[src/common/eeprom_pkg.sv]
package eeprom_pkg;

    localparam int ADDR_W = 11;
    localparam int BYTE_W = 8;

    typedef logic [ADDR_W-1:0] eeprom_addr_t;   // [10:8] block, [7:0] word
    typedef logic [BYTE_W-1:0] eeprom_byte_t;

    // device type code, upper nibble of every control byte
    localparam logic [3:0] CTRL_CODE = 4'b1010;

    // clk cycles per quarter of an scl period
    localparam int QUARTER_CYCLES = 1;
    localparam int QCNT_W = 4;

    typedef logic [QCNT_W-1:0] quarter_cnt_t;
    typedef logic [1:0] phase_t;     // quarter index within one scl period
    typedef logic [3:0] bit_cnt_t;   // 0..7 data, 8 ack slot

    localparam quarter_cnt_t QUARTER_LAST = quarter_cnt_t'(QUARTER_CYCLES - 1);
    localparam bit_cnt_t ACK_SLOT = 4'd8;

    typedef enum logic [1:0] {
        CMD_START,
        CMD_STOP,
        CMD_WRITE,
        CMD_READ
    } i2c_cmd_t;

    typedef enum logic [3:0] {
        CS_IDLE,
        CS_WR_START,
        CS_CTRL_WR,
        CS_ADDR_WR,
        CS_DATA_WR,
        CS_RD_START,
        CS_CTRL_RD,
        CS_DATA_RD,
        CS_STOP,
        CS_ACK
    } ctrl_state_t;

    typedef enum logic [2:0] {
        SH_IDLE,
        SH_START,
        SH_STOP,
        SH_WRITE,
        SH_READ
    } shift_state_t;

endpackage
[src/eeprom/eeprom_ctrl.sv]
module eeprom_ctrl (
    input  logic                      CLK,
    input  logic                      RESET,
    input  logic                      WR,
    input  logic                      RD,
    input  eeprom_pkg::eeprom_addr_t  addr,
    input  eeprom_pkg::eeprom_byte_t  wr_data,
    output eeprom_pkg::eeprom_byte_t  rd_data,
    output logic                      ACK,
    output logic                      cmd_valid,
    output eeprom_pkg::i2c_cmd_t      cmd,
    output eeprom_pkg::eeprom_byte_t  tx_byte,
    output logic                      last_read,
    input  logic                      cmd_done,
    input  eeprom_pkg::eeprom_byte_t  rx_byte
);

    eeprom_pkg::ctrl_state_t  state;
    eeprom_pkg::ctrl_state_t  state_next;
    eeprom_pkg::i2c_cmd_t     cmd_next;
    eeprom_pkg::eeprom_byte_t tx_next;
    eeprom_pkg::eeprom_byte_t ctrl_wr_byte;
    eeprom_pkg::eeprom_byte_t ctrl_rd_byte;
    logic                     last_next;
    logic                     issue;
    logic                     start_req;
    logic                     is_read;     // current transaction is a read

    assign ctrl_wr_byte = {eeprom_pkg::CTRL_CODE, addr[10:8], 1'b0};
    assign ctrl_rd_byte = {eeprom_pkg::CTRL_CODE, addr[10:8], 1'b1};

    // requests only count in idle, write wins a tie
    assign start_req = (state == eeprom_pkg::CS_IDLE) && (WR || RD);

    always_comb
    begin
        state_next = state;
        issue      = 1'b0;
        cmd_next   = eeprom_pkg::CMD_START;
        tx_next    = ctrl_wr_byte;
        last_next  = 1'b0;
        case (state)
            eeprom_pkg::CS_IDLE:
                if (start_req)
                begin
                    state_next = eeprom_pkg::CS_WR_START;
                    issue      = 1'b1;
                end
            eeprom_pkg::CS_WR_START:
                if (cmd_done)
                begin
                    state_next = eeprom_pkg::CS_CTRL_WR;
                    issue      = 1'b1;
                    cmd_next   = eeprom_pkg::CMD_WRITE;
                end
            eeprom_pkg::CS_CTRL_WR:
                if (cmd_done)
                begin
                    state_next = eeprom_pkg::CS_ADDR_WR;
                    issue      = 1'b1;
                    cmd_next   = eeprom_pkg::CMD_WRITE;
                    tx_next    = addr[7:0];
                end
            eeprom_pkg::CS_ADDR_WR:
                if (cmd_done)
                begin
                    issue = 1'b1;
                    if (is_read)
                    begin
                        state_next = eeprom_pkg::CS_RD_START;   // repeated start
                    end
                    else
                    begin
                        state_next = eeprom_pkg::CS_DATA_WR;
                        cmd_next   = eeprom_pkg::CMD_WRITE;
                        tx_next    = wr_data;
                    end
                end
            eeprom_pkg::CS_DATA_WR:
                if (cmd_done)
                begin
                    state_next = eeprom_pkg::CS_STOP;
                    issue      = 1'b1;
                    cmd_next   = eeprom_pkg::CMD_STOP;
                end
            eeprom_pkg::CS_RD_START:
                if (cmd_done)
                begin
                    state_next = eeprom_pkg::CS_CTRL_RD;
                    issue      = 1'b1;
                    cmd_next   = eeprom_pkg::CMD_WRITE;
                    tx_next    = ctrl_rd_byte;
                end
            eeprom_pkg::CS_CTRL_RD:
                if (cmd_done)
                begin
                    state_next = eeprom_pkg::CS_DATA_RD;
                    issue      = 1'b1;
                    cmd_next   = eeprom_pkg::CMD_READ;
                    last_next  = 1'b1;   // single byte, nack it
                end
            eeprom_pkg::CS_DATA_RD:
                if (cmd_done)
                begin
                    state_next = eeprom_pkg::CS_STOP;
                    issue      = 1'b1;
                    cmd_next   = eeprom_pkg::CMD_STOP;
                end
            eeprom_pkg::CS_STOP:
                if (cmd_done)
                    state_next = eeprom_pkg::CS_ACK;
            eeprom_pkg::CS_ACK:
                state_next = eeprom_pkg::CS_IDLE;
            default:
                state_next = eeprom_pkg::CS_IDLE;
        endcase
    end

    always_ff @(posedge CLK)
    begin
        if (RESET)
        begin
            state     <= eeprom_pkg::CS_IDLE;
            cmd_valid <= 1'b0;
            ACK       <= 1'b0;
            is_read   <= 1'b0;
            rd_data   <= '0;
        end
        else
        begin
            state     <= state_next;
            cmd_valid <= issue;
            ACK       <= (state == eeprom_pkg::CS_STOP) && cmd_done;
            if (start_req)
                is_read <= !WR;
            if ((state == eeprom_pkg::CS_DATA_RD) && cmd_done)
                rd_data <= rx_byte;
        end
    end

    always_ff @(posedge CLK)
    begin
        if (issue)
        begin
            cmd       <= cmd_next;
            tx_byte   <= tx_next;
            last_read <= last_next;
        end
    end

endmodule

[config.mk]
export PLATFORM = sky130hd
export DESIGN_NAME = eeprom_ctrl
export DESIGN_NICKNAME = d
export VERILOG_FILES = /design/src/common/eeprom_pkg.sv /design/src/eeprom/eeprom_ctrl.sv
export SDC_FILE = /design/constraint.sdc
export NUM_CORES = 1
export LEC_CHECK = 0
export ABC_AREA = 0
export ABC_CLOCK_PERIOD_IN_PS = 2400
export BUFFER_PORTS_ARGS = -buffer_cell sky130_fd_sc_hd__buf_2
export CAP_MARGIN = 5
export CORE_MARGIN = 4
export CORE_UTILIZATION = 25
export CTS_CLUSTER_DIAMETER = 30
export DETAILED_ROUTE_END_ITERATION = 12
export GPL_TIMING_DRIVEN = 0
export PLACE_DENSITY = 0.45
export SYNTH_ARGS = -nofsm -noshare
export SYNTH_HDL_FRONTEND = slang
export SYNTH_SLANG_ARGS = --single-unit
[constraint.sdc]
create_clock -name CLK -period 2.4 [get_ports CLK]
set_input_delay 0.72 -clock CLK [delete_from_list [all_inputs] [get_ports CLK]]
set_output_delay 0.72 -clock CLK [all_outputs]
set_load 0.05 [all_outputs]
======== Yosys cells after proc, flatten, opt, wreduce, memory -nomap -nowiden ========
Index checks and enable logic that the tools add are counted.
word-level totals
  register bits after elaboration ......... 26
  input bits .............................. 32
  output and inout bits ................... 21
  word-level logic and storage cells ...... 58
cells by class
  eq/ne operators ......................... 16
  multiplexer cells ....................... 24
  reduce and logical (&&, ||, !) cells .... 10
operators by type and width
  cell                  number
  $mux W4               8
  $pmux W4 S8           1
  $mux W8               3
  $pmux W8 S3           1
  $eq A4 B3 Y1 const B  4
  $ne A2 B2 Y1 const B  7
  $eq A4 B2 Y1 const B  2
  $mux W2               4
  $pmux W2 S4           1
  $reduce_and A8 Y1     1
  $reduce_or A7 Y1      1
  $mux W1               5
  $eq A4 B1 Y1 const B  1
  $eq A4 B4 Y1 const B  1
  $logic_not A4 Y1      1
  $logic_and A1 B1 Y1   3
  $reduce_or A3 Y1      1
  $ne A2 B1 Y1 const B  1
  $pmux W1 S2           1
  $reduce_or A2 Y1      1
  $logic_not A1 Y1      1
  $logic_or A1 B1 Y1    1

======== Longest topological paths before layout ========
Gate-level depths: netlist (run 1).
  depth after elaboration ................. 4
  gate-level depth with buffers ........... 6
  depth with buffers taken out ............ 4

======== Least setup slack after synthesis (run 1) ========
No wires, ideal clock.
  kind .................................... register -> register
  from .................................... register state[0]
  to ...................................... register cmd[0], enable pin
  setup time .............................. 0.378 ns
  arrival time ............................ 1.478 ns
  required time ........................... 2.022 ns
  path slack .............................. 0.544 ns
  cell stages (with the launch flop) ...... 6
  path buffers ............................ 2
  clock period less this slack ............ 1.856 ns
  path through ............................ dfxtp_1 buf_2 buf_2 nor3_1 o21ai_0 nor2_1
between the ends
  word-level cells in the longest chain between the ends .. 4
  elaborated cells on any way between the ends .. 12
  those cells by class .................... eq/ne: 7; mux: 2; reduce/logical: 3
RTL lines
  what                                                      RTL line            source
  start, declared                                           eeprom_ctrl.sv:18   eeprom_pkg::ctrl_state_t state;
  start signal, assigned                                    eeprom_ctrl.sv:123  state <= eeprom_pkg::CS_IDLE;
  start signal, assigned                                    eeprom_ctrl.sv:131  state <= state_next;
  branches (longest 3 deep; another with $reduce_or A7 Y1)  n/a
  $pmux W1 S2 (*)                                           eeprom_ctrl.sv:42   case (state)
  via issue                                                 eeprom_ctrl.sv:25   logic issue;
  end signal, assigned                                      eeprom_ctrl.sv:145  cmd <= cmd_next;
  end, declared                                             eeprom_ctrl.sv:11   output eeprom_pkg::i2c_cmd_t cmd,
Mark *: on every way through the listed nets, which the timed path passes.
A chain may end at the register's enable or synchronous reset.

======== Final worst setup path (run 1) ========
  from .................................... register state[1]
  to ...................................... register tx_byte[1], enable pin
between the ends
  word-level cells in the longest chain between the ends .. 4
  elaborated cells on any way between the ends .. 12
  those cells by class .................... eq/ne: 7; mux: 2; reduce/logical: 3
RTL lines
  what                                                      RTL line            source
  branches (longest 3 deep; another with $reduce_or A7 Y1)  n/a
  $pmux W1 S2 (*)                                           eeprom_ctrl.sv:42
  via issue                                                 eeprom_ctrl.sv:25
  end signal, assigned                                      eeprom_ctrl.sv:146  tx_byte <= tx_next;
  end, declared                                             eeprom_ctrl.sv:12   output eeprom_pkg::eeprom_byte_t tx_byte,
Marks and branches as above.

==> results of run 1 <==
[worst paths after layout]
path | endpoint | slack (ps) | cells after the start
max | tx_byte[1] | 400 | 5
min | rd_data[2] | 500 | 2
max reg2reg | tx_byte[1] | 400 | 5
min reg2reg | rd_data[2] | 500 | 2
[state kept, by name, summed over array words and instances (netlist names)]
| signal | flops |
|---|---|
| ACK | 1 |
| cmd | 2 |
| cmd_valid | 1 |
| is_read | 1 |
| last_read | 1 |
| rd_data | 8 |
| state | 4 |
| tx_byte | 8 |
[layout by cell type, fill, tap and decap left out, types with 2 or more instances in the layout]
cell type / count
nand3_1: 3
a21oi_1: 6
edfxtp_1: 11
nand2_1: 13
clkbuf_8: 3
a22oi_1: 4
mux2i_1: 8
nor3_1: 5
a211oi_1: 3
xor2_1: 2
nand4_1: 2
nor2b_1: 4
nor4_4: 2
nor2_1: 16
dfxtp_1: 15
a22o_1: 2
o21ai_0: 4
buf_2: 57
[cells by family (layout without fill, tap and decap cells)]
| kind of cell | count (synthesis) | in the layout | synth area share, % |
|---|---|---|---|
| AOI/OAI and AO/OA | 23 | 23 | 12.7 |
| xor gates and xnor gates | 3 | 3 | 2.11 |
| buffers and inverters | 8 | 64 | 3.51 |
| DFF | 26 | 26 | 50.6 |
| muxes | 8 | 8 | 6.43 |
| and+or+nand+nor | 55 | 55 | 24.7 |
[worst register-to-register path, cell delays in order (launching register included)]
cell and delay [ps]:
dfxtp_1 310, buf_2 180, buf_2 210, nor3_1 290, o21ai_0 190, nor2_2 470
[per-stage QoR]
step | setup WS [ps] | utilization, %
2_1_floorplan | 544 | -
3_3_place_gp | 181 | 33.2
3_5_place_dp | 147 | 33.2
4_1_cts | 132 | 34.7
5_1_grt | 203 | 34.8
6_report | 396 | 34.8
[cell type report]
class                           count  area, µm²  area share (%)
Sequential cell                    26        631            37.9
Multi-Input combinational cell     89        574            34.5
Timing Repair Buffer               52        260            15.6
Tap cell                           67       83.8            5.04
Clock buffer                        3       41.3            2.48
Buffer                              7       40.0            2.41
Clock inverter                      1       30.0            1.80
Inverter                            1       3.75           0.226
[power breakdown]
part | total [W] | switching (W) | internal (W)
Sequential | 0.000660 | 0.0000518 | 0.000609
Clock | 0.000364 | 0.000141 | 0.000223
Combinational | 0.000909 | 0.000649 | 0.000260
Total | 0.00193 | 0.000842 | 0.00109
[repair_timing]
action | 4_1_cts | 5_1_grt
hold endpoints to repair | 0 | 0
setup endpoints to repair | 0 | 11
hold buffers | 0 | 0
resized for setup | 0 | 1
[routing by layer]
layer / wire length (µm) / share of wire, % / GRT usage, % / vias up
met4: 43 / 1.4 / 3.85 / 0
met5: 0 / 0 / 0 / -
met2: 1510 / 49 / 17.3 / 31
met1: 1380 / 45 / 12.6 / 494
li1: - / - / - / 558
met3: 164 / 5.3 / 2.18 / 4
==> results.toml, run 1 <==
[final_layout]
fillers = 496
final_area_um2 = 1660
nets = 212
stdcell_count = 246
drive_above_1_share_pct = 37.4
area_delta_synth_final_pct = 33.5
diodes = 0

[sta]
fmax_mhz = 499
period_needed_ps = 2000
rsz0062_at_grt = "no"
final_hold_viol_count = 0
report.final.slew_viol_count = 0
finalSetupTns_ps = 0
worst_pin_slew_ps = 557
skew_ps = 6.16
setup_viol = 0
maxSlewHeadroom_pct = 62.8
fin_hold_ws_ps = 498
post-route-period-util_pct = 83.5

[synthesis]
ys_types = 34
synth.most_common_cell = "nor2_1"
synth_top_cell_by_area = "edfxtp_1"
ys_seq_elements = 26
synth_top_area_share_pct = 26.5
synthArstFlopShare_pct = 0
netlist_area_um2 = 1250
synth.avg_cell_area_um2 = 10.1
netlist_instances = 123
dominantRegCellSynth = "dfxtp_1"
yosys_warnings = 0
netlist_top_cells_area = "edfxtp_1, dfxtp_1, mux2i_1"
synth_edf_count = 11
ys_top_cells_by_count = "nor2_1, dfxtp_1, nand2_1, edfxtp_1, mux2i_1"
yosysSeqAreaShare_pct = 50.6
synth_nets = 155

[critical_path]
cp_common_cell = "buf_2"
startpoint_type = "register"
critPathSlowestCell = "nor2_2"
crit_buf_inv = 2
critPathLaunch = "state[1]"
slowest_delay_ps = 470
worst_ep_arrival_time_ps = 1920
crit_family = "simple AND/OR/NAND/NOR gates"
end_kind = "register"
crit_path_max_fanout = 11
crit_required_ps = 2310
r2r_start = "state[1]"
crit_type = "reg2reg"
path_cells = "buf_2, buf_2, nor3_1, o21ai_0, nor2_2"

[global_routing]
grt_overflow = 0
grt_max_degree = 16
antenna_found_initial = 0
grt_usage_pct = 10.2
grt_pass1_vias = 1125
grt_pass1_wl_mm = 5.09

[die]
boundaryPins = 53
start_util_pct = 26.0
dieHeight_um = 78.6
num_rows = 25
die-area_um2 = 6180
core_area_um2 = 4790
dieWidth_um = 78.6

[clock_network]
insertion_delay_ps = 270
numClockSinks = 26
cts_tree = "built"
cts_buffers = 3
htree_levels = 1
path_clk_slew_ps = 100
cts-root-buf = "clkbuf_8"
max-clock-path-buffers = 2
post_cts_buffers = 0

[hold_path]
hp-class = "reg2reg"
min_from = "rd_data[2]"

[power]
p_total_w = 0.00193
p_per_area_nw_per_um2 = 1160
cellLeakagePower_nw = 0.700
ir_drop_mv = 0.333

[drt]
post_drt_via_cell_ratio = 4.42
wirelength_mm = 3.10
dr.pass1.iters = 4
drtAntennaViolNets = 0
drt_iter0_markers = 43
drc = 0
vias = 1087
avgRoutedWirePerCell_um = 12.6

[place]
dp_hpwl_mm = 2.45
placed_cells = 242
gp_congestion = 0.846
port-buffer-count = 52
post_dp_cell_area_um2 = 1590

[status]
status = "finished, final reports clean"

[flow_run]
maxCapViolCount = 0
(Power assumes the default switching activity.)
==> run 2: changes to the inputs <==
--- a/config.mk
+++ b/config.mk
@@ -6,7 +6,7 @@
 export NUM_CORES = 1
 export LEC_CHECK = 0
 export ABC_AREA = 0
-export ABC_CLOCK_PERIOD_IN_PS = 2400
+export ABC_CLOCK_PERIOD_IN_PS = 1900
 export BUFFER_PORTS_ARGS = -buffer_cell sky130_fd_sc_hd__buf_2
 export CAP_MARGIN = 5
 export CORE_MARGIN = 4
==> constraint.sdc (replaced) <==
create_clock -name CLK -period 1.9 [get_ports CLK]
set_input_delay 0.57 -clock CLK [delete_from_list [all_inputs] [get_ports CLK]]
set_output_delay 0.57 -clock CLK [all_outputs]
set_load 0.05 [all_outputs]
==> run 2 against run 1 <==
  * Die area unchanged
  * Final area up 1.5%
  * Sequential share of layout area decreased by 0.56 points
  * Power up 31%
  * Clock-buffer cell count did not move
  * Critical path depth rose by 1
  * Flip-flop and latch count unchanged
  * Final cell count up 0.41%
  * Maximum frequency increased by 16%
  * Via count up 1.0%
  * Critical path type unchanged
  * Routed wire length increased by 0.26%
==> results.toml, run 2 (synthesis gave the netlist of run 1 again) <==
[global_routing]
grt_pass1_vias = 1125
grt_pass1_wl_mm = 5.10
grt_usage_pct = 10.3
grt_max_degree = 16
antenna_found_initial = 0
grt_overflow = 0

[final_layout]
area_delta_synth_final_pct = 35.5
fillers = 497
nets = 213
layout_commonest_cell = "buf_2"
final_cell_mix = "buf_2, nor2_1, dfxtp_1"
diodes = 0
stdcell_count = 247
final_util_pct = 35.3
drive_above_1_share_pct = 37.8
top_regs = "rd_data (8), tx_byte (8), state (4)"

[place]
placed_cells = 242
port-buffer-count = 52
gp_congestion = 0.846
place_ws_ps = -353
dp_hpwl_mm = 2.45

[sta]
skew_ps = 7.06
final_hold_viol_count = 0
maxSlewHeadroom_pct = 67.7
finalSetupTns_ps = 0
post-route-period-util_pct = 91.3
setup_viol = 0
worst_pin_slew_ps = 480
period_needed_ps = 1740
fmax_mhz = 576
fin_hold_ws_ps = 481
report.final.slew_viol_count = 0
worst_slack_ps = 165
rsz0062_at_grt = "no"

[critical_path]
path_cells = "buf_2, buf_2, nor3_1, o21ai_1, nor2_4, buf_12"
crit_family = "buffers and inverters"
end_kind = "register"
slowest_delay_ps = 310
crit_type = "reg2reg"
crit_required_ps = 1890
setup.reg_to_reg.worst_slack_ps = 160
cp_common_cell = "buf_2"
crit_buf_inv = 3
critPathSlowestCell = "dfxtp_1"
crit_path_max_fanout = 11
startpoint_type = "register"
worst_ep_arrival_time_ps = 1730

[die]
dieWidth_um = 78.6
dieHeight_um = 78.6
core_area_um2 = 4790
die-area_um2 = 6180
start_util_pct = 26.0
boundaryPins = 53
num_rows = 25

[drt]
drc = 0
drt_iter0_markers = 25
avgRoutedWirePerCell_um = 12.6
wirelength_mm = 3.11
dr.pass1.iters = 4
post_drt_via_cell_ratio = 4.45
drtAntennaViolNets = 0
vias = 1098

[clock_network]
path_clk_slew_ps = 100
insertion_delay_ps = 270
cts-root-buf = "clkbuf_8"
cts_tree = "built"
htree_levels = 1
cts_buffers = 3
max-clock-path-buffers = 2
numClockSinks = 26
cts_hold_buf = 0

[power]
p_per_area_nw_per_um2 = 1490
ir_drop_mv = 0.420
cellLeakagePower_nw = 0.711

[flow_run]
maxCapViolCount = 0

[hold_path]
hp-class = "in2reg"

[status]
status = "finished, final reports clean"
run 2: changes by cell type in the layout (fill, tap and decap cells not counted):
cell / delta
o21ai_0: -1
nor2_2: -1
o21ai_1: +1
nor2_4: +1
buf_12: +1
run 2: report_power, final:
part | internal, W | total [W] | switching (W)
sequential | 0.000767 | 0.000833 | 0.0000654
clock | 0.000282 | 0.000461 | 0.000179
combinational | 0.000392 | 0.00123 | 0.000838
run 2: worst paths after layout:
path | startpoint | to | depth (start not counted)
max | state[1] | tx_byte[1] | 6
min | WR | is_read | 2
min reg2reg | rd_data[2] | rd_data[2] | 2
max reg2reg | state[1] | tx_byte[1] | 6
run 2: per-stage QoR:
step	instance area (µm²)	total power, W
floorplan	1250	0.00174
global placement	1590	0.00199
detailed placement	1590	0.00200
CTS	1670	0.00248
global route	1690	0.00267
finish	1690	0.00252
run 2: layout make-up:
cell class / instances / area [µm²] / area share [%]
Sequential cell: 26 / 631 / 37.3
Multi-Input combinational cell: 89 / 579 / 34.3
Inverter: 1 / 3.75 / 0.222
Clock buffer: 3 / 41.3 / 2.44
Tap cell: 67 / 83.8 / 4.96
Timing Repair Buffer: 53 / 280 / 16.6
Buffer: 7 / 40.0 / 2.37
Clock inverter: 1 / 30.0 / 1.78
run 2: repair_timing:
item	CTS	global route
setup buffers	0	1
pin swaps	0	1
gates cloned	0	0
endpoints found under the setup margin	11	11
resized for setup	2	1
run 2: layer usage:
layer	vias to the layer above	GRT usage [%]	part of all wire [%]
li1	560	-	-
met1	501	12.6	44
met2	33	17.5	49
met3	4	2.18	5.4
met4	0	3.85	1.4
met5	-	0	0
