## src/common/eeprom_pkg.sv

```systemverilog
package eeprom_pkg;

    localparam int ADDR_W = 11;
    localparam int BYTE_W = 8;

    typedef logic [ADDR_W-1:0] eeprom_addr_t;   // [10:8] block, [7:0] word
    typedef logic [BYTE_W-1:0] eeprom_byte_t;

    // device type code, upper nibble of every control byte
    localparam logic [3:0] CTRL_CODE = 4'b1010;

    // clk cycles per quarter of an scl period
    localparam int QUARTER_CYCLES = 1;
    localparam int QCNT_W = 4;

    typedef logic [QCNT_W-1:0] quarter_cnt_t;
    typedef logic [1:0] phase_t;     // quarter index within one scl period
    typedef logic [3:0] bit_cnt_t;   // 0..7 data, 8 ack slot

    localparam quarter_cnt_t QUARTER_LAST = quarter_cnt_t'(QUARTER_CYCLES - 1);
    localparam bit_cnt_t ACK_SLOT = 4'd8;

    typedef enum logic [1:0] {
        CMD_START,
        CMD_STOP,
        CMD_WRITE,
        CMD_READ
    } i2c_cmd_t;

    typedef enum logic [3:0] {
        CS_IDLE,
        CS_WR_START,
        CS_CTRL_WR,
        CS_ADDR_WR,
        CS_DATA_WR,
        CS_RD_START,
        CS_CTRL_RD,
        CS_DATA_RD,
        CS_STOP,
        CS_ACK
    } ctrl_state_t;

    typedef enum logic [2:0] {
        SH_IDLE,
        SH_START,
        SH_STOP,
        SH_WRITE,
        SH_READ
    } shift_state_t;

endpackage
```

## src/eeprom/i2c_shifter.sv

```systemverilog
module i2c_shifter (
    input  logic                      CLK,
    input  logic                      RESET,
    input  logic                      cmd_valid,
    input  eeprom_pkg::i2c_cmd_t      cmd,
    input  eeprom_pkg::eeprom_byte_t  tx_byte,
    input  logic                      last_read,
    output logic                      cmd_done,
    output eeprom_pkg::eeprom_byte_t  rx_byte,
    output logic                      scl,
    output logic                      sda_low,
    input  logic                      sda_in
);

    eeprom_pkg::shift_state_t state;
    eeprom_pkg::quarter_cnt_t qcnt;
    eeprom_pkg::phase_t       phase;
    eeprom_pkg::bit_cnt_t     bit_cnt;
    eeprom_pkg::eeprom_byte_t tx_sh;
    eeprom_pkg::eeprom_byte_t rx_sh;
    logic                     nack;
    logic                     scl_hold;       // bus levels kept between commands
    logic                     sda_hold_low;
    logic                     accept;
    logic                     q_end;
    logic                     bit_end;
    logic                     last_bit;
    logic                     sample;

    assign accept   = (state == eeprom_pkg::SH_IDLE) && cmd_valid;
    assign q_end    = (qcnt == eeprom_pkg::QUARTER_LAST);
    assign bit_end  = (state != eeprom_pkg::SH_IDLE) && q_end && (phase == 2'd3);
    assign last_bit = (state == eeprom_pkg::SH_START) || (state == eeprom_pkg::SH_STOP) ||
                      (bit_cnt == eeprom_pkg::ACK_SLOT);
    assign cmd_done = bit_end && last_bit;

    // mid-high, end of the first high quarter
    assign sample = (state == eeprom_pkg::SH_READ) && q_end && (phase == 2'd1) &&
                    (bit_cnt != eeprom_pkg::ACK_SLOT);

    assign rx_byte = rx_sh;

    always_ff @(posedge CLK)
    begin
        if (RESET)
        begin
            state        <= eeprom_pkg::SH_IDLE;
            qcnt         <= '0;
            phase        <= '0;
            bit_cnt      <= '0;
            scl_hold     <= 1'b1;
            sda_hold_low <= 1'b0;
        end
        else if (accept)
        begin
            case (cmd)
                eeprom_pkg::CMD_START: state <= eeprom_pkg::SH_START;
                eeprom_pkg::CMD_STOP:  state <= eeprom_pkg::SH_STOP;
                eeprom_pkg::CMD_WRITE: state <= eeprom_pkg::SH_WRITE;
                default:               state <= eeprom_pkg::SH_READ;
            endcase
            qcnt    <= '0;
            phase   <= '0;
            bit_cnt <= '0;
        end
        else if (state != eeprom_pkg::SH_IDLE)
        begin
            if (q_end)
            begin
                qcnt  <= '0;
                phase <= phase + 2'd1;
                if (phase == 2'd3)
                begin
                    if (last_bit)
                    begin
                        state        <= eeprom_pkg::SH_IDLE;
                        scl_hold     <= (state == eeprom_pkg::SH_STOP);
                        sda_hold_low <= (state == eeprom_pkg::SH_START);
                    end
                    else
                    begin
                        bit_cnt <= bit_cnt + 4'd1;
                    end
                end
            end
            else
            begin
                qcnt <= qcnt + 1'b1;
            end
        end
    end

    always_ff @(posedge CLK)
    begin
        if (accept)
        begin
            tx_sh <= tx_byte;
            nack  <= last_read;
        end
        else
        begin
            if ((state == eeprom_pkg::SH_WRITE) && bit_end)
                tx_sh <= {tx_sh[6:0], 1'b0};   // msb first
            if (sample)
                rx_sh <= {rx_sh[6:0], sda_in};
        end
    end

    // scl high in quarters 1 and 2 of a data bit
    always_comb
    begin
        scl     = scl_hold;
        sda_low = sda_hold_low;
        case (state)
            eeprom_pkg::SH_START:
            begin
                scl     = (phase == 2'd0) ? scl_hold : (phase != 2'd3);
                sda_low = phase[1];   // sda falls while scl high
            end
            eeprom_pkg::SH_STOP:
            begin
                scl     = (phase != 2'd0);
                sda_low = !phase[1];
            end
            eeprom_pkg::SH_WRITE:
            begin
                scl     = phase[0] ^ phase[1];
                sda_low = (bit_cnt != eeprom_pkg::ACK_SLOT) && !tx_sh[7];
            end
            eeprom_pkg::SH_READ:
            begin
                scl     = phase[0] ^ phase[1];
                sda_low = (bit_cnt == eeprom_pkg::ACK_SLOT) && !nack;   // master ack
            end
            default:
            begin
                scl     = scl_hold;
                sda_low = sda_hold_low;
            end
        endcase
    end

endmodule

```

## config.mk

```make
export PLATFORM = sky130hd
export DESIGN_NAME = i2c_shifter
export DESIGN_NICKNAME = d
export VERILOG_FILES = /design/src/common/eeprom_pkg.sv /design/src/eeprom/i2c_shifter.sv
export SDC_FILE = /design/constraint.sdc
export NUM_CORES = 1
export LEC_CHECK = 0
export BUFFER_PORTS_ARGS = -buffer_cell sky130_fd_sc_hd__buf_4
export CAP_MARGIN = 20
export CORE_ASPECT_RATIO = 1.75
export CORE_MARGIN = 1
export CORE_UTILIZATION = 55
export CTS_CLUSTER_DIAMETER = 100
export DETAILED_ROUTE_END_ITERATION = 12
export HOLD_SLACK_MARGIN = 0.02
export PLACE_DENSITY_LB_ADDON = 0.25
export SETUP_SLACK_MARGIN = 0.4
export SYNTH_ARGS = -nofsm -noshare
export SYNTH_HDL_FRONTEND = slang
export SYNTH_SLANG_ARGS = --single-unit
```

## constraint.sdc

```tcl
create_clock -name CLK -period 2.5 [get_ports CLK]
set_input_delay 0.25 -clock CLK [delete_from_list [all_inputs] [get_ports CLK]]
set_output_delay 0.25 -clock CLK [all_outputs]
set_load 0.005 [all_outputs]
```

=== Word-level counts from Yosys, hierarchy flattened ===
Index checks and enable logic that the tools add are counted.
Widths: inputs -> output; s select.

* Bits in registers: 32
* Latch bits: 0
* Memory bits (writable): 0
* Bits in read-only memories: 0
* Output and inout bits: 11
* Word-level logic and storage cells: 71
* Memories kept: 0

* $add $sub $neg: 3
* Multiply operators: 0
* Div/mod/pow operators: 0
* Magnitude comparators: 0
* Equality and inequality tests: 11
* Shift operators: 0
* Muxes and demuxes: 12
* Bitwise operators: 3
* Reductions and logical operators: 33

{| class="wikitable"
|+ Operators by type and width
! operator !! number
|-
| $mux 8 || 2
|-
| $mux 3 || 5
|-
| $reduce_bool 2->1 || 6
|-
| $logic_and 1x1->1 || 10
|-
| $pmux 3 s3 || 1
|-
| $add 4x1->4 const B || 2
|-
| $reduce_and 4->1 || 2
|-
| $eq 3x2->1 const B || 2
|-
| $reduce_and 5->1 || 1
|-
| $eq 2x1->1 const B || 2
|-
| $eq 2x2->1 const B || 2
|-
| $eq 4x4->1 const B || 1
|-
| $logic_not 2->1 || 2
|-
| $logic_not 4->1 || 1
|-
| $mux 4 || 1
|-
| $ne 4x4->1 const B || 1
|-
| $pmux 1 s4 || 1
|-
| $reduce_and 2->1 || 2
|-
| $reduce_or 2->1 || 2
|-
| $eq 3x1->1 const B || 1
|-
| $eq 3x3->1 const B || 1
|-
| $logic_not 1->1 || 3
|-
| $logic_not 3->1 || 1
|-
| $pmux 1 s3 || 1
|-
| other kinds (7) || 9
|}

=== Depth between registers and ports, before layout ===
Gate-level depths: netlist of run 1.

* Depth in word-level cells: 8
* Depth in mapped cells: 7

=== Least setup slack after synthesis of run 1 ===
OpenSTA, ideal clock, no wires.

* Path type: reg-to-reg
* Start: register qcnt[0]
* End: register rx_sh[0] (netlist: rx_byte[0]), enable pin
* Library setup time: 0.370 ns
* Arrival: 1.502 ns
* Slack: 0.628 ns
* Stages on the path, launching flop included: 6
* Clock period less this slack: 1.872 ns
* Cell sequence: dfxtp_1 inv_1 ha_1 nor3b_1 nand4_1 nor2_1

* Word-level cells in the longest chain between the ends: 5

{| class="wikitable"
|+ RTL lines
! what !! RTL line !! source
|-
| start: declaration || i2c_shifter.sv:16 || <nowiki>eeprom_pkg::quarter_cnt_t qcnt;</nowiki>
|-
| start signal: assignment || i2c_shifter.sv:88 || <nowiki>qcnt <= qcnt + 1'b1;</nowiki>
|-
| $logic_not 4->1 || i2c_shifter.sv:31 || <nowiki>assign q_end = (qcnt == eeprom_pkg::QUARTER_LAST);</nowiki>
|-
| $logic_and 1x1->1 (3 in series) || i2c_shifter.sv:38 || <nowiki>assign sample = (state == eeprom_pkg::SH_READ) && q_end && (phase == 2'd1) &&</nowiki>
|-
| $reduce_and 2->1 (no source line) || -- ||
|-
| end signal: assignment || i2c_shifter.sv:105 || <nowiki>rx_sh <= {rx_sh[6:0], sda_in};</nowiki>
|-
| end: declaration || i2c_shifter.sv:20 || <nowiki>eeprom_pkg::eeprom_byte_t rx_sh;</nowiki>
|}

No other way between the ends.
A chain may end at the register's enable or synchronous reset.

=== Worst setup path after layout of run 1 ===
* Start: register bit_cnt[1]
* End: output port sda_low

* Word-level cells in the longest chain between the ends: 3
* Elaborated cells on any way between the ends: 5
* Those cells by class: eq/ne (2); mux (1); reduce/logical (2)

{| class="wikitable"
|+ RTL lines
! what !! RTL line !! source
|-
| start: declaration || i2c_shifter.sv:18 || <nowiki>eeprom_pkg::bit_cnt_t bit_cnt;</nowiki>
|-
| start signal: assignment || i2c_shifter.sv:82 || <nowiki>bit_cnt <= bit_cnt + 4'd1;</nowiki>
|-
| $eq 4x4->1 / $ne 4x4->1 (equally long branches) || i2c_shifter.sv:133, i2c_shifter.sv:128 ||
|-
| $logic_and 1x1->1, on equally long branches || i2c_shifter.sv:133, i2c_shifter.sv:128 ||
|-
| $pmux 1 s4 (*) || i2c_shifter.sv:114 || <nowiki>case (state)</nowiki>
|-
| end: declaration || i2c_shifter.sv:11 || <nowiki>output logic sda_low,</nowiki>
|}

Every way passes the cells marked *; elsewhere a longest branch is shown, timed or not.

==> results of run 1 <==
[logic make-up (layout without fill, tap and decap cells)]
logic type | count (synthesis) | count (layout)
adder cells (fa/ha/maj) | 10 | 10
buffers and inverters | 19 | 51
AO/OA/AOI/OAI | 25 | 25
multiplexers | 8 | 8
XOR/XNOR | 5 | 5
flip-flops | 32 | 32
AND/OR/NAND/NOR | 51 | 51
[synthesized netlist by cell type (all sizes together), types with 2 or more instances]
cell type	n
edfxtp	17
a21oi	10
xnor2	4
nor3b	2
ha	10
nor3	7
nand2	10
o21ai	5
nor2	19
a22oi	3
nand4	2
o311ai	2
buf	7
dfxtp	15
nand3	2
mux2	7
inv	12
[worst min-delay path by stage]
stage | start | to | slack [ns] | cells after the start
CTS | last_read | nack | 0.13 | 1
global route | sda_in | rx_byte[0] | 0.13 | 1
global placement | sda_in | rx_byte[0] | 0.43 | 1
floorplan | RESET | sda_hold_low | 0.32 | 1
finish | last_read | nack | 0.14 | 1
detailed placement | last_read | nack | 0.43 | 1
[worst register-to-register path: cells and delay by family, from the launching register on]
family	cells	cell delay, ns
simple gates	2	0.66
flops	1	0.35
fa+ha+maj	1	0.22
buf+inv	1	0.07
compound gates	1	0.22
[flip-flops by register name, indices dropped and copies added, names as in the netlist]
name and count:
sda_hold_low 1, rx_byte 8, scl_hold 1, bit_cnt 4, qcnt 4, nack 1, state 3, phase 2
tx_sh 8
[routing by layer]
layer / track usage, % / vias to the layer above / part of all wire [%]
li1: - / 591 / -
met1: 23.1 / 562 / 36
met2: 40.1 / 38 / 56
met3: 5.34 / 11 / 4.1
met4: 13.5 / 0 / 4.2
met5: 0 / - / 0
[timing repair]
| item | 4_1_cts | 5_1_grt |
|---|---|---|
| pin swaps | 0 | 0 |
| setup buffers | 1 | 0 |
| resized for setup | 3 | 2 |
| setup endpoints to repair | 1 | 2 |
[placed cells by master, fill, tap and decap left out, types with 2 or more instances in the layout]
master / count
buf_4: 31
nor2_1: 18
edfxtp_1: 17
dfxtp_1: 13
inv_1: 12
nand2_1: 10
ha_1: 10
a21oi_1: 9
mux2_2: 7
clkbuf_8: 5
o21ai_0: 4
nor3_1: 4
xnor2_1: 4
nor3_2: 3
a22oi_1: 3
nor3b_1: 2
o311ai_1: 2
nand4_1: 2
nand3_1: 2
dfxtp_2: 2
[through the flow]
step                hold slack (ns)  power, µW  instances  utilization, %  instance area (µm²)
floorplan                     0.319        720        150               -                 1640
global placement              0.428        768        200            67.4                 1850
detailed placement            0.429        776        200            67.4                 1850
CTS                           0.133       1260        209            71.6                 1970
global route                  0.130       1300        209            71.7                 1970
finish                        0.136       1250        209            71.7                 1970
[layout make-up]
class | instances | area (µm²)
inverters | 12 | 45.0
repair buffers | 31 | 233
flip-flops and latches | 32 | 813
fillers | 206 | 779
clock inverters | 2 | 35.0
clock buffers | 6 | 72.6
multi-input cells | 99 | 741
well taps | 27 | 33.8
[power by group through the flow]
stage / clock network [µW] / registers [µW] / logic [µW]
floorplan: 0 / 605 / 114
detailed placement: 0 / 611 / 164
global route: 513 / 603 / 182
finish: 482 / 600 / 164
global placement: 0 / 610 / 159
CTS: 493 / 600 / 165
==> metrics.md, run 1 <==
| Metric | Value |
|---|---|
| Outcome | `finished, final reports clean` |
| Ant. Diodes | `0` |
| Effective utilization at floorplan | `59.5%` |
| Setup total negative slack | `0 ns` |
| Total power divided by cell area | `632 mW/mm²` |
| CP top delay family | `flip-flops` |
| Clock sink count | `32` |
| TritonCTS clock tree | `built` |
| Sequential fraction of the synthesis area | `49.5%` |
| DIE AREA | `0.00321 mm²` |
| Antenna violations before repair | `0` |
| Maximum single-stage delay on the critical path | `0.38 ns` |
| Post-layout minimum cycle time | `2.00 ns` |
| Vias post-DR | `1202` |
| First-pass GRT wire length | `5290 µm` |
| Via count of the first global-routing pass | `1189` |
| Pre-CTS setup slack | `0.560 ns` |
| Iteration count of the initial detailed-routing pass | `4` |
| Critical path startpoint category | `register` |
| Compound-gate portion of the synthesized area | `10.0%` |
| Category of the worst setup path capture point | `output pin` |
| P_leak | `0.000762 µW` |
| Clock skew | `0.00655 ns` |
| Clock Tree Buf Depth | `2` |
| Type of the worst setup path | `reg -> out` |
| Multiplexer share of the synthesized area | `5.42%` |
| Core area | `0.00275 mm²` |
| Worst max-slew margin expressed relative to the limit | `59.4%` |
| Critical path origin | `bit_cnt[1]` |
| Clock-pin slew of the registers on the worst-case setup and hold paths | `0.07 ns` |
| Worst-path cell with the longest stage delay | `dfxtp_1` |
| Share of the synthesized area in the top cell type | `31.1%` |
| Drt initial violations | `46` |
| Number of distinct library cells after synthesis | `39` |
| Number of nets produced by synthesis | `175` |
| Total Routing Usage GR | `22.5%` |
| Port Buf Inserts | `25` |
| Core Rows | `25` |
| Via density per instance | `5.75` |
| Portion of the clock cycle consumed by the worst path in the final layout | `80.0%` |
| Syn-to-layout area delta | `20.4%` |
| Internal power | `960 µW` |
| Main combinational cell family by area after synthesis | `simple AND/OR/NAND/NOR gates` |
| Cell at the root of the clock tree | `clkbuf_8` |
| Total of endpoints with negative setup slack in the final report | `0` |
| Maximum fanout count along the critical path | `6` |
| Logic depth of the worst path, buffers included | `7` |
| Final-report max-slew violation count | `0` |
| Synth Register Bits | `32` |
| Max Clk Rate | `0.500 GHz` |
| Grt ovf | `0` |
| Adder-Cell Fraction of Synth Area | `7.63%` |
| Switching component of the power | `287 µW` |
| Critical register-to-register path endpoint | `tx_sh[2]` |
| HPWL Detailed | `2380 µm` |
| Final estimated routing congestion in global placement | `0.820` |
| Final antenna-violating net count | `0` |
| Worst r2r path cells | `5` |
| Post-Synth Simple-Gate Area | `19.4%` |
| Flop-to-flop setup slack | `0.62 ns` |
| Largest net degree at the start of global routing | `15` |
| FFs w/ async S/R, synth | `0%` |
| Share of the synthesized netlist area taken by xor and xnor gates | `2.67%` |
| Clock power frac | `38.7%` |
| Reg power frac | `48.2%` |
| Worst path bufs/invs | `2` |
| Startpoint of the worst register-to-register path | `qcnt[0]` |
| Number of top-level pins | `26` |
| Number of instances in the synthesized netlist | `150` |
| Share of power burned in combinational logic | `13.2%` |
| Unrepaired setup endpoints after global routing | `true` |
| Max Cap Violations | `0` |
| Setup ws final | `0.501 ns` |
| Prevailing post-synth register cell | `edfxtp_1` |
| Critical path endpoint | `sda_low` |
| Number of flops mapped to enable cells by yosys | `17` |
| H-Tree Level Count | `2` |
| Worst Max-Slew Pin Slew | `0.609 ns` |
| Count of warnings emitted by yosys | `0` |
| Routed WL per cell | `15.1 µm` |
| Kind of path behind the tightest hold check | `in -> reg` |
| Avg Synthesized Cell Area | `10.9 µm²` |
| Vert. Die Dim | `74.2 µm` |
| Insertion delay of the later-clocked pin in the worst-skew pair | `0.28 ns` |
| Ranking of synthesized cells by area | `edfxtp_1 31%, dfxtp_1 18%, ha_1 7.6%` |
| Yosys top cell by area | `edfxtp_1` |
| Number of buffers inserted during clock tree synthesis | `5` |
| Arrival time of the worst setup path | `1.75 ns` |
| Sw Ratio | `23.0%` |
| Number of remaining DRC errors | `0` |
| Wire length after detailed routing | `3150 µm` |
| Data required time at the worst endpoint | `2.25 ns` |
| Fraction of layout cells with a size suffix above 1 | `31.9%` |
| Max rail drop VDD | `0.492 mV` |
| Worst-path cell chain | `inv_1, ha_1, and3b_2, o311ai_1, a21oi_1, nor3_2, buf_4` |
| Hold buffer count at cts | `0` |
| Chip Width | `43.3 µm` |
| Total count of hold-check failures in the final report | `0` |
| Post-synthesis instance area | `0.00164 mm²` |
| Final-stage net count | `206` |
(Power assumes the default switching activity.)
==> run 2: changes to the inputs <==
Settings changed: ABC_AREA set to 1.
Clock period 2.5 ns to 2 ns, I/O delays scaled along.
==> run 2 against run 1 <==
Final cell count grew 21%. Core utilization is 8.6 points higher. Register-to-register slack got worse by 0.17 ns. Critical path type unchanged.
==> metrics.md, run 2 <==
| Metric | Value |
|---|---|
| Grt ovf | `0` |
| TritonCTS clock tree | `built` |
| Final-report max-slew violation count | `0` |
| Prevailing post-synth register cell | `edfxtp_1` |
| Number of instances in the synthesized netlist | `174` |
| Clock skew | `0.00456 ns` |
| Count of warnings emitted by yosys | `0` |
| Core Rows | `25` |
| Total of endpoints with negative setup slack in the final report | `0` |
| Data required time at the worst endpoint | `1.80 ns` |
| Highest-count cells in the layout ignoring fill and taps | `43 x buf_4, 41 x nand2_1, 17 x edfxtp_1` |
| Via count of the first global-routing pass | `1314` |
| Antenna violations before repair | `0` |
| Routed WL per cell | `14.1 µm` |
| Core area | `0.00272 mm²` |
| Number of remaining DRC errors | `0` |
| Max Clk Rate | `0.604 GHz` |
| Total power divided by cell area | `674 mW/mm²` |
| Arrival time of the worst setup path | `1.46 ns` |
| Iteration count of the initial detailed-routing pass | `4` |
| Final estimated routing congestion in global placement | `0.798` |
| Total count of hold-check failures in the final report | `0` |
| Via density per instance | `5.29` |
| Final-stage net count | `249` |
| Effective utilization at floorplan | `57.9%` |
| Cell at the root of the clock tree | `clkbuf_8` |
| Type of the worst setup path | `reg -> out` |
| DIE AREA | `0.00309 mm²` |
| Maximum fanout count along the critical path | `3` |
| Wire length after detailed routing | `3550 µm` |
| Setup total negative slack | `0 ns` |
| Worst max-slew margin expressed relative to the limit | `80.6%` |
| H-Tree Level Count | `2` |
| Cell area after layout | `0.00218 mm²` |
| Fraction of layout cells with a size suffix above 1 | `41.3%` |
| Outcome | `finished, final reports clean` |
| HPWL Detailed | `2120 µm` |
| Worst Max-Slew Pin Slew | `0.290 ns` |
| Vias post-DR | `1334` |
| Ant. Diodes | `0` |
| Fillers | `177` |
| Chip Width | `42.5 µm` |
| Drt initial violations | `47` |
| Top cells by count, synth | `46 x nand2_1, 21 x inv_1, 17 x edfxtp_1` |
| Number of top-level pins | `26` |
| Port Buf Inserts | `25` |
| Share of the synthesized area in the top cell type | `32.4%` |
| Pre-CTS setup slack | `0.294 ns` |
| P_leak | `0.000997 µW` |
| Max rail drop VDD | `0.538 mV` |
| Flop-to-flop setup slack | `0.45 ns` |
| Commonest non-fill, non-tap cell in the layout | `buf_4` |
| Unrepaired setup endpoints after global routing | `true` |
| Yosys top cell by area | `edfxtp_1` |
| Ranking of synthesized cells by area | `edfxtp_1 32%, dfxtp_1 19%, nand2_1 11%` |
| Clock sink count | `32` |
| Launch instance of the worst min-delay path | `sda_in` |
| Avg Synthesized Cell Area | `9.06 µm²` |
| Total Routing Usage GR | `23.6%` |
| Portion of the clock cycle consumed by the worst path in the final layout | `82.8%` |
| Largest net degree at the start of global routing | `15` |
| Kind of path behind the tightest hold check | `in -> reg` |
| Met3 wirelength from detailed routing | `146 µm` |
| Startpoint of the worst register-to-register path | `qcnt[0]` |
| Critical path startpoint category | `register` |
| Top Layer Used | `met4` |
| Post-layout minimum cycle time | `1.66 ns` |
| Most used standard cell by instance count after synthesis | `nand2_1` |
| Final antenna-violating net count | `0` |
| First-pass GRT wire length | `5380 µm` |
| FFs w/ async S/R, synth | `0%` |
| Clock Tree Buf Depth | `2` |
| Post-synthesis instance area | `0.00158 mm²` |
| Length of routed wiring on met1 | `1300 µm` |
| Synth Register Bits | `32` |
| Category of the worst setup path capture point | `output pin` |
| Syn-to-layout area delta | `38.6%` |
| Total placed instance area | `0.00181 mm²` |
| Critical path origin | `bit_cnt[0]` |
| Total met2 wirelength after detailed routing | `1950 µm` |
| Vert. Die Dim | `72.8 µm` |
| Number of flops mapped to enable cells by yosys | `17` |
| Number of distinct library cells after synthesis | `24` |
| Sequential fraction of the synthesis area | `51.4%` |
| Setup ws final | `0.343 ns` |
| Number of buffers inserted during clock tree synthesis | `5` |
| Clock-pin slew of the registers on the worst-case setup and hold paths | `0.06 ns` |
| Hold buffer count at cts | `0` |
| Max Cap Violations | `0` |
| Insertion delay of the later-clocked pin in the worst-skew pair | `0.28 ns` |
| Number of nets produced by synthesis | `199` |
==> run 2: changes by cell type after synthesis, moves of 5 or more <==
cell | previous run | this run
nand2_1 | 10 | 46
inv_1 | 12 | 21
nand3_1 | 2 | 10
mux2_2 | 7 | 0
nor2_1 | 18 | 12
buf_2 | 5 | 0
nand2_4 | 0 | 5
==> run 2: kinds of logic after synthesis <==
group,count (synthesis),synth area share (%)
buf+inv,27,6.98
xor+xnor,4,2.22
simple gates,83,25.3
compound gates,18,6.11
fa+ha+maj,10,7.94
flops,32,51.4
==> run 2: area by class of cell <==
| type | count | area, µm² | area share [%] |
|---|---|---|---|
| Clock inverter | 1 | 3.75 | 0.172 |
| Inverter | 26 | 113 | 5.15 |
| Timing Repair Buffer | 44 | 343 | 15.7 |
| Clock buffer | 7 | 76.3 | 3.49 |
| Tap cell | 27 | 33.8 | 1.55 |
| Sequential cell | 32 | 832 | 38.1 |
| Multi-Input combinational cell | 115 | 783 | 35.9 |
==> run 2: worst paths after layout <==
| check | to | cells past startpoint |
|---|---|---|
| hold / removal | rx_byte[0] | 1 |
| setup / recovery | sda_low | 9 |
| hold reg to reg | rx_byte[3] | 0 |
| setup reg to reg | tx_sh[3] | 8 |
==> run 2: layer usage <==
metal	GRT usage, %	up-vias
met5	0	-
met3	5.94	12
li1	-	665
met1	23.6	616
met4	17.0	0
met2	41.2	41
==> run 2: report_power, final <==
group / switching (µW) / leakage [µW] / internal (µW) / total (µW)
Clock: 218 / 0.0000399 / 242 / 459
Combinational: 154 / 0.000671 / 106 / 260
Sequential: 23.1 / 0.000286 / 731 / 754
==> run 2: worst max-delay path, stage by stage (launching register included) <==
cell	delay, ns
dfxtp_2	0.33
inv_2	0.05
ha_1	0.14
nand2_1	0.06
nor2_2	0.13
inv_2	0.07
nor3_2	0.10
nor2_1	0.05
o2111ai_1	0.09
buf_4	0.15
==> run 2: repair_timing <==
action,4_1_cts,5_1_grt
setup buffers,13,5
endpoints found under the setup margin,11,17
gates resized for setup,38,13
endpoints found under the hold margin,0,0
pin swaps,12,9
==> run 2: through the flow <==
step	hold slack, ns	total power [µW]	std cells	util [%]
final	0.0938	1470	252	80.3
after global routing	0.0867	1530	252	80.3
after CTS	0.0874	1440	247	76.7
after detailed placement	0.379	959	226	66.5
after global placement	0.378	951	226	66.5
after floorplan	0.269	897	174	-
